`src/hw/cpu_types_pkg.sv`:
```
package cpu_types_pkg;

  // basic datapath widths
  typedef logic [31:0] word_t;
  typedef logic [4:0]  regbits_t;

  // reset fetch address
  localparam word_t PC_INIT = 32'h0000_0000;

  // primary opcodes of the supported subset
  typedef enum logic [5:0] {
    RTYPE = 6'h00,
    ADDIU = 6'h09,
    SLTI  = 6'h0a,
    ANDI  = 6'h0c,
    ORI   = 6'h0d,
    XORI  = 6'h0e,
    LUI   = 6'h0f,
    LW    = 6'h23,
    SW    = 6'h2b,
    HALT  = 6'h3f
  } opcode_t;

  // function field of r-type words
  typedef enum logic [5:0] {
    SLL  = 6'h00,
    SRL  = 6'h02,
    ADDU = 6'h21,
    SUBU = 6'h23,
    AND  = 6'h24,
    OR   = 6'h25,
    XOR  = 6'h26,
    NOR  = 6'h27,
    SLT  = 6'h2a,
    SLTU = 6'h2b
  } funct_t;

  typedef enum logic [3:0] {
    ALU_SLL  = 4'd0,
    ALU_SRL  = 4'd1,
    ALU_ADD  = 4'd2,
    ALU_SUB  = 4'd3,
    ALU_AND  = 4'd4,
    ALU_OR   = 4'd5,
    ALU_XOR  = 4'd6,
    ALU_NOR  = 4'd7,
    ALU_SLT  = 4'd8,
    ALU_SLTU = 4'd9
  } aluop_t;

  // instruction word layouts
  typedef struct packed {
    opcode_t  opcode;
    regbits_t rs;
    regbits_t rt;
    regbits_t rd;
    logic [4:0] shamt;
    funct_t   funct;
  } r_type_t;

  typedef struct packed {
    opcode_t  opcode;
    regbits_t rs;
    regbits_t rt;
    logic [15:0] imm;
  } i_type_t;

endpackage

```
`src/hw/pipe_stages_pkg.sv`:
```
package pipe_stages_pkg;

  // alu port b source, immediate flavours resolved in decode
  typedef enum logic [1:0] {
    SEL_REG  = 2'd0,
    SEL_SIMM = 2'd1,
    SEL_ZIMM = 2'd2,
    SEL_UIMM = 2'd3
  } alusrc_t;

  // destination register field
  typedef enum logic {
    SEL_RD = 1'b0,
    SEL_RT = 1'b1
  } regdst_t;

  // fetch to decode, pc_plus4 kept for branch targets later
  typedef struct packed {
    cpu_types_pkg::word_t instr;
    cpu_types_pkg::word_t pc_plus4;
  } if_id_t;

  // decode to execute
  typedef struct packed {
    cpu_types_pkg::word_t    rdat1;
    cpu_types_pkg::word_t    rdat2;
    cpu_types_pkg::word_t    imm;
    logic [4:0]              shamt;
    cpu_types_pkg::regbits_t dest;
    cpu_types_pkg::aluop_t   alu_op;
    alusrc_t                 alusrc;
    logic                    reg_wen;
    logic                    dren;
    logic                    dwen;
    logic                    halt;
  } id_ex_t;

  // execute to memory
  typedef struct packed {
    cpu_types_pkg::word_t    result;
    cpu_types_pkg::word_t    store_data;
    cpu_types_pkg::regbits_t dest;
    logic                    reg_wen;
    logic                    dren;
    logic                    dwen;
    logic                    halt;
  } ex_mem_t;

  // memory to writeback
  typedef struct packed {
    cpu_types_pkg::word_t    wdata;
    cpu_types_pkg::regbits_t dest;
    logic                    reg_wen;
    logic                    halt;
  } mem_wb_t;

endpackage

```
`src/hw/alu.sv`:
```
module alu (
  input  cpu_types_pkg::word_t  port_a,
  input  cpu_types_pkg::word_t  port_b,
  input  logic [4:0]            shamt,
  input  cpu_types_pkg::aluop_t alu_op,
  output cpu_types_pkg::word_t  result,
  output logic                  zero
);

  always_comb begin
    result = '0;
    case (alu_op)
      // shifts act on rt, as in mips
      cpu_types_pkg::ALU_SLL:  result = port_b << shamt;
      cpu_types_pkg::ALU_SRL:  result = port_b >> shamt;
      cpu_types_pkg::ALU_ADD:  result = port_a + port_b;
      cpu_types_pkg::ALU_SUB:  result = port_a - port_b;
      cpu_types_pkg::ALU_AND:  result = port_a & port_b;
      cpu_types_pkg::ALU_OR:   result = port_a | port_b;
      cpu_types_pkg::ALU_XOR:  result = port_a ^ port_b;
      cpu_types_pkg::ALU_NOR:  result = ~(port_a | port_b);
      cpu_types_pkg::ALU_SLT: begin
        result = {31'd0, $signed(port_a) < $signed(port_b)};
      end
      cpu_types_pkg::ALU_SLTU: begin
        result = {31'd0, port_a < port_b};
      end
      default: result = '0;
    endcase
  end

  // for branch compares
  assign zero = (result == '0);

endmodule

```
`src/hw/register_file.sv`:
```
module register_file (
  input  logic                    CLK,
  input  logic                    rst_n,
  input  logic                    wen,
  input  cpu_types_pkg::regbits_t wsel,
  input  cpu_types_pkg::word_t    wdat,
  input  cpu_types_pkg::regbits_t rsel1,
  input  cpu_types_pkg::regbits_t rsel2,
  output cpu_types_pkg::word_t    rdat1,
  output cpu_types_pkg::word_t    rdat2
);

  cpu_types_pkg::word_t regs [32];

  always_ff @(posedge CLK or negedge rst_n) begin
    if (!rst_n) begin
      for (int i = 0; i < 32; i++) begin
        regs[i] <= '0;
      end
    end else if (wen && (wsel != '0)) begin
      regs[wsel] <= wdat;
    end
  end

  // write-through, decode sees the writeback value in the same cycle
  always_comb begin
    if (rsel1 == '0) begin
      rdat1 = '0;
    end else if (wen && (wsel == rsel1)) begin
      rdat1 = wdat;
    end else begin
      rdat1 = regs[rsel1];
    end

    if (rsel2 == '0) begin
      rdat2 = '0;
    end else if (wen && (wsel == rsel2)) begin
      rdat2 = wdat;
    end else begin
      rdat2 = regs[rsel2];
    end
  end

endmodule

```
`src/hw/control_unit.sv`:
```
module control_unit (
  input  cpu_types_pkg::word_t    instr,
  output cpu_types_pkg::aluop_t   alu_op,
  output pipe_stages_pkg::alusrc_t alusrc,
  output pipe_stages_pkg::regdst_t regdst,
  output logic                    reg_wen,
  output logic                    dren,
  output logic                    dwen,
  output logic                    halt,
  output logic                    uses_rs,
  output logic                    uses_rt
);

  cpu_types_pkg::r_type_t rtype;

  assign rtype = instr;

  always_comb begin
    // no-op unless a known code says otherwise
    alu_op  = cpu_types_pkg::ALU_ADD;
    alusrc  = pipe_stages_pkg::SEL_REG;
    regdst  = pipe_stages_pkg::SEL_RT;
    reg_wen = 1'b0;
    dren    = 1'b0;
    dwen    = 1'b0;
    halt    = 1'b0;
    uses_rs = 1'b0;
    uses_rt = 1'b0;

    case (rtype.opcode)
      cpu_types_pkg::RTYPE: begin
        regdst  = pipe_stages_pkg::SEL_RD;
        reg_wen = 1'b1;
        uses_rs = 1'b1;
        uses_rt = 1'b1;
        case (rtype.funct)
          cpu_types_pkg::SLL: begin
            alu_op  = cpu_types_pkg::ALU_SLL;
            uses_rs = 1'b0;
          end
          cpu_types_pkg::SRL: begin
            alu_op  = cpu_types_pkg::ALU_SRL;
            uses_rs = 1'b0;
          end
          cpu_types_pkg::ADDU: alu_op = cpu_types_pkg::ALU_ADD;
          cpu_types_pkg::SUBU: alu_op = cpu_types_pkg::ALU_SUB;
          cpu_types_pkg::AND:  alu_op = cpu_types_pkg::ALU_AND;
          cpu_types_pkg::OR:   alu_op = cpu_types_pkg::ALU_OR;
          cpu_types_pkg::XOR:  alu_op = cpu_types_pkg::ALU_XOR;
          cpu_types_pkg::NOR:  alu_op = cpu_types_pkg::ALU_NOR;
          cpu_types_pkg::SLT:  alu_op = cpu_types_pkg::ALU_SLT;
          cpu_types_pkg::SLTU: alu_op = cpu_types_pkg::ALU_SLTU;
          default: begin
            // unknown function, drop it
            reg_wen = 1'b0;
            uses_rs = 1'b0;
            uses_rt = 1'b0;
          end
        endcase
      end
      cpu_types_pkg::ADDIU, cpu_types_pkg::SLTI: begin
        alu_op  = (rtype.opcode == cpu_types_pkg::SLTI) ? cpu_types_pkg::ALU_SLT
                                                        : cpu_types_pkg::ALU_ADD;
        alusrc  = pipe_stages_pkg::SEL_SIMM;
        reg_wen = 1'b1;
        uses_rs = 1'b1;
      end
      cpu_types_pkg::ANDI: begin
        alu_op  = cpu_types_pkg::ALU_AND;
        alusrc  = pipe_stages_pkg::SEL_ZIMM;
        reg_wen = 1'b1;
        uses_rs = 1'b1;
      end
      cpu_types_pkg::ORI: begin
        alu_op  = cpu_types_pkg::ALU_OR;
        alusrc  = pipe_stages_pkg::SEL_ZIMM;
        reg_wen = 1'b1;
        uses_rs = 1'b1;
      end
      cpu_types_pkg::XORI: begin
        alu_op  = cpu_types_pkg::ALU_XOR;
        alusrc  = pipe_stages_pkg::SEL_ZIMM;
        reg_wen = 1'b1;
        uses_rs = 1'b1;
      end
      // rs is r0 in a well formed lui, so the or passes the immediate
      cpu_types_pkg::LUI: begin
        alu_op  = cpu_types_pkg::ALU_OR;
        alusrc  = pipe_stages_pkg::SEL_UIMM;
        reg_wen = 1'b1;
      end
      cpu_types_pkg::LW: begin
        alusrc  = pipe_stages_pkg::SEL_SIMM;
        reg_wen = 1'b1;
        dren    = 1'b1;
        uses_rs = 1'b1;
      end
      cpu_types_pkg::SW: begin
        alusrc  = pipe_stages_pkg::SEL_SIMM;
        dwen    = 1'b1;
        uses_rs = 1'b1;
        uses_rt = 1'b1;
      end
      cpu_types_pkg::HALT: halt = 1'b1;
      default: halt = 1'b0;
    endcase
  end

endmodule

```
`src/hw/pipe_reg.sv`:
```
module pipe_reg #(
  parameter type payload_t = logic
) (
  input  logic     CLK,
  input  logic     rst_n,
  input  logic     enable,
  input  logic     flush,
  input  payload_t d,
  output payload_t q
);

  // all-zero payload is a bubble
  always_ff @(posedge CLK or negedge rst_n) begin
    if (!rst_n) begin
      q <= '0;
    end else if (flush) begin
      q <= '0;
    end else if (enable) begin
      q <= d;
    end
  end

endmodule

```
`src/hw/hazard_unit.sv`:
```
module hazard_unit (
  input  cpu_types_pkg::regbits_t rs,
  input  cpu_types_pkg::regbits_t rt,
  input  logic                    uses_rs,
  input  logic                    uses_rt,
  input  cpu_types_pkg::regbits_t ex_dest,
  input  logic                    ex_wen,
  input  cpu_types_pkg::regbits_t mem_dest,
  input  logic                    mem_wen,
  input  logic                    halted,
  output logic                    stall,
  output logic                    bubble
);

  logic rs_hit;
  logic rt_hit;

  // writeback needs no check, the register file writes through
  always_comb begin
    rs_hit = 1'b0;
    rt_hit = 1'b0;
    if (uses_rs && (rs != '0)) begin
      rs_hit = (ex_wen && (ex_dest == rs)) || (mem_wen && (mem_dest == rs));
    end
    if (uses_rt && (rt != '0)) begin
      rt_hit = (ex_wen && (ex_dest == rt)) || (mem_wen && (mem_dest == rt));
    end
  end

  // halted holds fetch and keeps feeding bubbles
  assign stall  = halted || rs_hit || rt_hit;
  assign bubble = stall;

endmodule

```
`src/hw/datapath.sv`:
```
module datapath (
  input  logic                 CLK,
  input  logic                 rst_n,
  output cpu_types_pkg::word_t imemaddr,
  input  cpu_types_pkg::word_t imemload,
  output cpu_types_pkg::word_t dmemaddr,
  output cpu_types_pkg::word_t dmemstore,
  output logic                 dmemren,
  output logic                 dmemwen,
  input  cpu_types_pkg::word_t dmemload,
  output logic                 halt
);

  cpu_types_pkg::word_t     pc;
  pipe_stages_pkg::if_id_t  if_id_d, if_id_q;
  pipe_stages_pkg::id_ex_t  id_ex_d, id_ex_q;
  pipe_stages_pkg::ex_mem_t ex_mem_d, ex_mem_q;
  pipe_stages_pkg::mem_wb_t mem_wb_d, mem_wb_q;

  // decode stage
  cpu_types_pkg::i_type_t   itype;
  cpu_types_pkg::r_type_t   rtype;
  cpu_types_pkg::aluop_t    cu_alu_op;
  pipe_stages_pkg::alusrc_t cu_alusrc;
  pipe_stages_pkg::regdst_t cu_regdst;
  logic                     cu_reg_wen, cu_dren, cu_dwen, cu_halt;
  logic                     uses_rs, uses_rt;
  cpu_types_pkg::word_t     rdat1, rdat2, imm_ext;
  cpu_types_pkg::regbits_t  dest;
  logic                     stall, bubble, halted;

  // execute stage
  cpu_types_pkg::word_t     port_b, alu_result;

  // fetch
  always_ff @(posedge CLK or negedge rst_n) begin
    if (!rst_n) begin
      pc <= cpu_types_pkg::PC_INIT;
    end else if (!stall) begin
      pc <= pc + 32'd4;
    end
  end

  assign imemaddr         = pc;
  assign if_id_d.instr    = imemload;
  assign if_id_d.pc_plus4 = pc + 32'd4;

  pipe_reg #(.payload_t(pipe_stages_pkg::if_id_t)) if_id (
    .CLK(CLK), .rst_n(rst_n), .enable(!stall), .flush(1'b0), .d(if_id_d), .q(if_id_q)
  );

  // decode
  assign itype = if_id_q.instr;
  assign rtype = if_id_q.instr;

  control_unit i_control_unit (
    .instr(if_id_q.instr), .alu_op(cu_alu_op), .alusrc(cu_alusrc), .regdst(cu_regdst),
    .reg_wen(cu_reg_wen), .dren(cu_dren), .dwen(cu_dwen), .halt(cu_halt),
    .uses_rs(uses_rs), .uses_rt(uses_rt)
  );

  register_file i_register_file (
    .CLK(CLK), .rst_n(rst_n), .wen(mem_wb_q.reg_wen), .wsel(mem_wb_q.dest),
    .wdat(mem_wb_q.wdata), .rsel1(itype.rs), .rsel2(itype.rt), .rdat1(rdat1), .rdat2(rdat2)
  );

  // immediate extender
  always_comb begin
    case (cu_alusrc)
      pipe_stages_pkg::SEL_ZIMM: imm_ext = {16'h0000, itype.imm};
      pipe_stages_pkg::SEL_UIMM: imm_ext = {itype.imm, 16'h0000};
      default:                   imm_ext = {{16{itype.imm[15]}}, itype.imm};
    endcase
  end

  // write-select mux, resolved early so the hazard unit can compare it
  always_comb begin
    case (cu_regdst)
      pipe_stages_pkg::SEL_RD: dest = rtype.rd;
      default:                 dest = itype.rt;
    endcase
  end

  // a halt in writeback counts as halted already
  assign halted = halt || mem_wb_q.halt;

  hazard_unit i_hazard_unit (
    .rs(itype.rs), .rt(itype.rt), .uses_rs(uses_rs), .uses_rt(uses_rt),
    .ex_dest(id_ex_q.dest), .ex_wen(id_ex_q.reg_wen),
    .mem_dest(ex_mem_q.dest), .mem_wen(ex_mem_q.reg_wen),
    .halted(halted), .stall(stall), .bubble(bubble)
  );

  assign id_ex_d.rdat1   = rdat1;
  assign id_ex_d.rdat2   = rdat2;
  assign id_ex_d.imm     = imm_ext;
  assign id_ex_d.shamt   = rtype.shamt;
  assign id_ex_d.dest    = dest;
  assign id_ex_d.alu_op  = cu_alu_op;
  assign id_ex_d.alusrc  = cu_alusrc;
  assign id_ex_d.reg_wen = cu_reg_wen;
  assign id_ex_d.dren    = cu_dren;
  assign id_ex_d.dwen    = cu_dwen;
  assign id_ex_d.halt    = cu_halt;

  pipe_reg #(.payload_t(pipe_stages_pkg::id_ex_t)) id_ex (
    .CLK(CLK), .rst_n(rst_n), .enable(1'b1), .flush(bubble), .d(id_ex_d), .q(id_ex_q)
  );

  // execute
  assign port_b = (id_ex_q.alusrc == pipe_stages_pkg::SEL_REG) ? id_ex_q.rdat2 : id_ex_q.imm;

  alu i_alu (
    .port_a(id_ex_q.rdat1), .port_b(port_b), .shamt(id_ex_q.shamt),
    .alu_op(id_ex_q.alu_op), .result(alu_result), .zero()
  );

  assign ex_mem_d.result     = alu_result;
  assign ex_mem_d.store_data = id_ex_q.rdat2;
  assign ex_mem_d.dest       = id_ex_q.dest;
  assign ex_mem_d.reg_wen    = id_ex_q.reg_wen;
  assign ex_mem_d.dren       = id_ex_q.dren;
  assign ex_mem_d.dwen       = id_ex_q.dwen;
  assign ex_mem_d.halt       = id_ex_q.halt;

  pipe_reg #(.payload_t(pipe_stages_pkg::ex_mem_t)) ex_mem (
    .CLK(CLK), .rst_n(rst_n), .enable(1'b1), .flush(1'b0), .d(ex_mem_d), .q(ex_mem_q)
  );

  // memory, strobes die once an older halt has reached writeback
  assign dmemaddr  = ex_mem_q.result;
  assign dmemstore = ex_mem_q.store_data;
  assign dmemren   = ex_mem_q.dren && !halted;
  assign dmemwen   = ex_mem_q.dwen && !halted;

  // writeback data select
  assign mem_wb_d.wdata   = ex_mem_q.dren ? dmemload : ex_mem_q.result;
  assign mem_wb_d.dest    = ex_mem_q.dest;
  assign mem_wb_d.reg_wen = ex_mem_q.reg_wen;
  assign mem_wb_d.halt    = ex_mem_q.halt;

  pipe_reg #(.payload_t(pipe_stages_pkg::mem_wb_t)) mem_wb (
    .CLK(CLK), .rst_n(rst_n), .enable(1'b1), .flush(1'b0), .d(mem_wb_d), .q(mem_wb_q)
  );

  // sticky halt
  always_ff @(posedge CLK or negedge rst_n) begin
    if (!rst_n) begin
      halt <= 1'b0;
    end else if (mem_wb_q.halt) begin
      halt <= 1'b1;
    end
  end

endmodule

```
`config.mk`:
```
export PLATFORM = sky130hd
export DESIGN_NAME = datapath
export DESIGN_NICKNAME = d
export VERILOG_FILES = /design/src/hw/cpu_types_pkg.sv /design/src/hw/pipe_stages_pkg.sv /design/src/hw/alu.sv /design/src/hw/register_file.sv /design/src/hw/control_unit.sv /design/src/hw/pipe_reg.sv /design/src/hw/hazard_unit.sv /design/src/hw/datapath.sv
export SDC_FILE = /design/constraint.sdc
export NUM_CORES = 2
export LEC_CHECK = 0
export BUFFER_PORTS_ARGS = -buffer_cell sky130_fd_sc_hd__buf_2
export CAP_MARGIN = 10
export CELL_PAD_IN_SITES_DETAIL_PLACEMENT = 0
export CELL_PAD_IN_SITES_GLOBAL_PLACEMENT = 1
export CORE_MARGIN = 3
export CORE_UTILIZATION = 53
export DETAILED_ROUTE_END_ITERATION = 12
export PLACE_DENSITY = 0.89
export RECOVER_POWER = 50
export SYNTH_ARGS = -nofsm -noshare
export SYNTH_HDL_FRONTEND = slang
export SYNTH_SLANG_ARGS = --single-unit
```
`constraint.sdc`:
```
create_clock -name CLK -period 4.5 [get_ports CLK]
set_input_delay 0.225 -clock CLK [delete_from_list [all_inputs] [get_ports CLK]]
set_output_delay 0.225 -clock CLK [all_outputs]
set_load 0.02 [all_outputs]
```
==> impl_metrics.py <==
metrics = {
    "outcome": {
        "status": "finished, violations left",
        "failed_checks": "max-capacitance violations, max-slew violations",
    },
    "timing": {
        "setup_viol": 0,
        "hold_viol": 0,
        "max_freq_mhz": 231.9,
        "slew_violations": 121,
        "slew_headroom": -1.600,
        "finClkSkew_ns": 0.02342,
        "rsz0062_at_grt": "false",
        "tightest_slew_ns": 3.900,
        "fin_crit_sh": 0.9581,
        "period_needed_ns": 4.312,
    },
    "final_layout": {
        "nNetsFinal": 5889,
        "design_area_mm2": 0.08256,
        "area_growth_pct": 10.87,
        "final_layout_size_suffix_gt1_frac": 0.3840,
        "nFillCells": 10630,
    },
    "detailed_routing": {
        "num_vias": 52880,
        "drc": 0,
        "wl_per_cell_um": 32.22,
        "dr.pass1.iters": 6,
        "via_per_inst": 6.873,
        "ant_nets": 0,
        "drtIter0Drc": 5928,
        "routed_wl_um": 247900,
    },
    "logic_synthesis": {
        "synthArstFlopShare": 1.000,
        "synth-edff-count": 0,
        "syn_area_mm2": 0.07446,
        "synth_cells": 5749,
        "synth_top_cell_area_share": 0.4419,
        "synth_area_leaders": "dfrtp_1 (44%), mux2_2 (16%), mux4_2 (16%)",
        "ys_warn_count": 0,
        "synth_common_cells": "dfrtp_1 (1,315), mux2_2 (1,061), mux4_2 (527)",
        "syn_area_per_cell_um2": 12.95,
        "yosysMostFrequentCell": "dfrtp_1",
        "synth-seq-area-share": 0.4419,
        "synth_cell_type_count": 85,
        "ys_ff_latch": 1315,
        "ys.flop_type": "dfrtp_1",
        "yosysTopAreaCell": "dfrtp_1",
    },
    "placement": {
        "place_area_mm2": 0.07726,
        "portBuffers": 162,
        "place_congestion": 1.066,
        "hpwl_um": 161400,
    },
    "floorplanning": {
        "rows": 136,
        "io_pins": 165,
        "dieHeight_um": 380.8,
        "core-area_mm2": 0.1385,
        "die_area_mm2": 0.1450,
        "initial_utilization": 0.5376,
        "die_x_um": 380.8,
    },
    "clock_tree": {
        "clk_path_buf_depth": 3,
        "cts_tree": "yes",
        "cts-htree-levels": 4,
        "clock-root-buffer": "clkbuf_16",
        "clk_pin_slew_ns": 0.06,
        "cts_setup_buffers": 0,
        "cts_made_buffers": 137,
        "cts.sinks": 1315,
        "clk_latency_ns": 0.79,
    },
    "setup_path": {
        "crit_fanout": 3,
        "critPathLaunchType": "flop",
        "critPathKind": "reg -> reg",
        "crit_arrival_ns": 4.96,
        "critPathRequiredTime_ns": 5.15,
        "worstSetupEndpointType": "flop",
    },
    "global_route": {
        "grt_usage": 0.3403,
        "antenna_found_initial": 13,
        "grt_pass1_vias": 54260,
        "grt-ovfl-total": 0,
        "grt_max_degree": 132,
        "grt_pass1_wl_um": 367100,
    },
    "worst_hold_path": {
        "worst_hold_path_type": "in -> reg",
    },
    "power": {
        "vdd_drop_max_v": 0.0003251,
        "power_leakage_uw": 0.03780,
        "power_density_mw_per_mm2": 302.9,
        "power_uw": 25000,
    },
    "job": {
        "drv_cap": 1,
    },
}
==> cells by family (layout without fill, tap and decap cells) <==
logic type | count (synthesis) | in the layout | share of synthesized area
buffers and inverters | 752 | 825 | 0.04295
DFF | 1315 | 1315 | 0.4419
other | 1 | 9 | 0.00005036
adders and majority gates | 108 | 108 | 0.01835
and+or+nand+nor | 743 | 743 | 0.04574
xor gates and xnor gates | 108 | 108 | 0.01270
muxes | 1934 | 1934 | 0.3666
AOI/OAI and AO/OA | 788 | 788 | 0.07167
==> metrics by stage <==
stage          instances  setup TNS (ns)  worst slack (ns)    util  hold slack (ns)
3_3_place_gp        7372         -0.6435           -0.1968  0.5577           0.3112
2_1_floorplan       5750               0            0.4545       -         -0.07059
3_5_place_dp        7372         -0.5132           -0.1404  0.5577           0.3065
4_1_cts             7684               0          0.007419  0.5961          0.07690
6_report            7693               0            0.1883  0.5960           0.1687
5_1_grt             7688               0           0.04400  0.5959           0.1765
==> repair_timing <==
item                                    in CTS  in global routing
gates resized for setup                      2                  6
endpoints found under the hold margin      172                  0
endpoints found under the setup margin       6                  6
hold buffers                                65                  0
==> metal layers <==
| metal | vias to the layer above | GRT usage | routed length [um] |
|---|---|---|---|
| met3 | 838 | 0.08831 | 25670 |
| met1 | 27500 | 0.4429 | 92840 |
| met2 | 3047 | 0.5224 | 113400 |
| li1 | 21490 | - | - |
| met4 | 6 | 0.1891 | 15940 |
| met5 | - | 0 | 34 |
==> where the power goes <==
| part | switching, uW | total, uW | leakage (uW) | internal, uW |
|---|---|---|---|---|
| Sequential | 98.7 | 12000 | 0.0183 | 11900 |
| Combinational | 838 | 1310 | 0.0173 | 469 |
| Clock | 4980 | 11700 | 0.00227 | 6750 |
| Total | 5910 | 25000 | 0.0378 | 19100 |
==> state kept, by name (all words and copies together) (netlist names) <==
signal	count
i_register_file.regs	1024
id_ex.q	116
ex_mem.q	73
mem_wb.q	39
if_id.q	32
imemaddr	30
halt	1
==> worst paths after layout <==
path | startpoint | to | slack [ns] | depth (start not counted)
max | id_ex.q[5]$_DFF_PN0_ | ex_mem.q[69]$_DFF_PN0_ | 0.19 | 16
min | imemload[5] | if_id.q[37]$_DFFE_PN0P_ | 0.17 | 4
max reg2reg | id_ex.q[5]$_DFF_PN0_ | ex_mem.q[69]$_DFF_PN0_ | 0.19 | 16
min reg2reg | id_ex.q[1]$_DFF_PN0_ | ex_mem.q[1]$_DFF_PN0_ | 0.35 | 0
max in group asynchronous | rst_n | ex_mem.q[49]$_DFF_PN0_ | 0.57 | 3
min in group asynchronous | rst_n | i_register_file.regs[571]$_DFFE_PN0P_ | 1.23 | 2
==> layout make-up <==
type	count	area [um2]	area share
Clock buffer	194	4026	0.04877
Inverter	112	420.4	0.005092
Sequential cell	1315	32950	0.3991
Clock inverter	53	635.6	0.007699
Timing Repair Buffer	466	3565	0.04318
Tap cell	1863	2331	0.02824
Multi-Input combinational cell	3683	38610	0.4677
Antenna cell	7	17.52	0.0002122
==> critical path, stage by stage (launching register included) <==
cell and delay (ns):
dfrtp_1 0.36, or2_2 0.36, mux2i_4 0.23, buf_4 0.17, inv_1 0.10, ha_1 0.18, inv_1 0.06, fa_1 0.44
nor2b_1 0.18, o2111ai_1 0.19, a211o_1 0.35, a211o_1 0.37, a21oi_2 0.22, o21ai_0 0.16, a211o_1 0.34, a31oi_1 0.12
or3b_1 0.36
==> layout by cell type, fill, tap and decap left out, types with 80 or more instances in the layout <==
cell type | netlist | final
buf_4 | 72 | 198
buf_2 | 65 | 107
mux2_2 | 1061 | 1061
ha_1 | 106 | 106
clkbuf_16 | 0 | 140
nand2_1 | 251 | 240
mux2i_1 | 344 | 343
o21ai_0 | 121 | 120
a221oi_1 | 80 | 80
clkbuf_1 | 386 | 80
mux4_2 | 527 | 527
nor2_1 | 223 | 208
dfrtp_1 | 1315 | 1299
a21oi_1 | 188 | 187
o211ai_1 | 89 | 89
inv_1 | 103 | 103
Power figures use the tool's default switching activity.
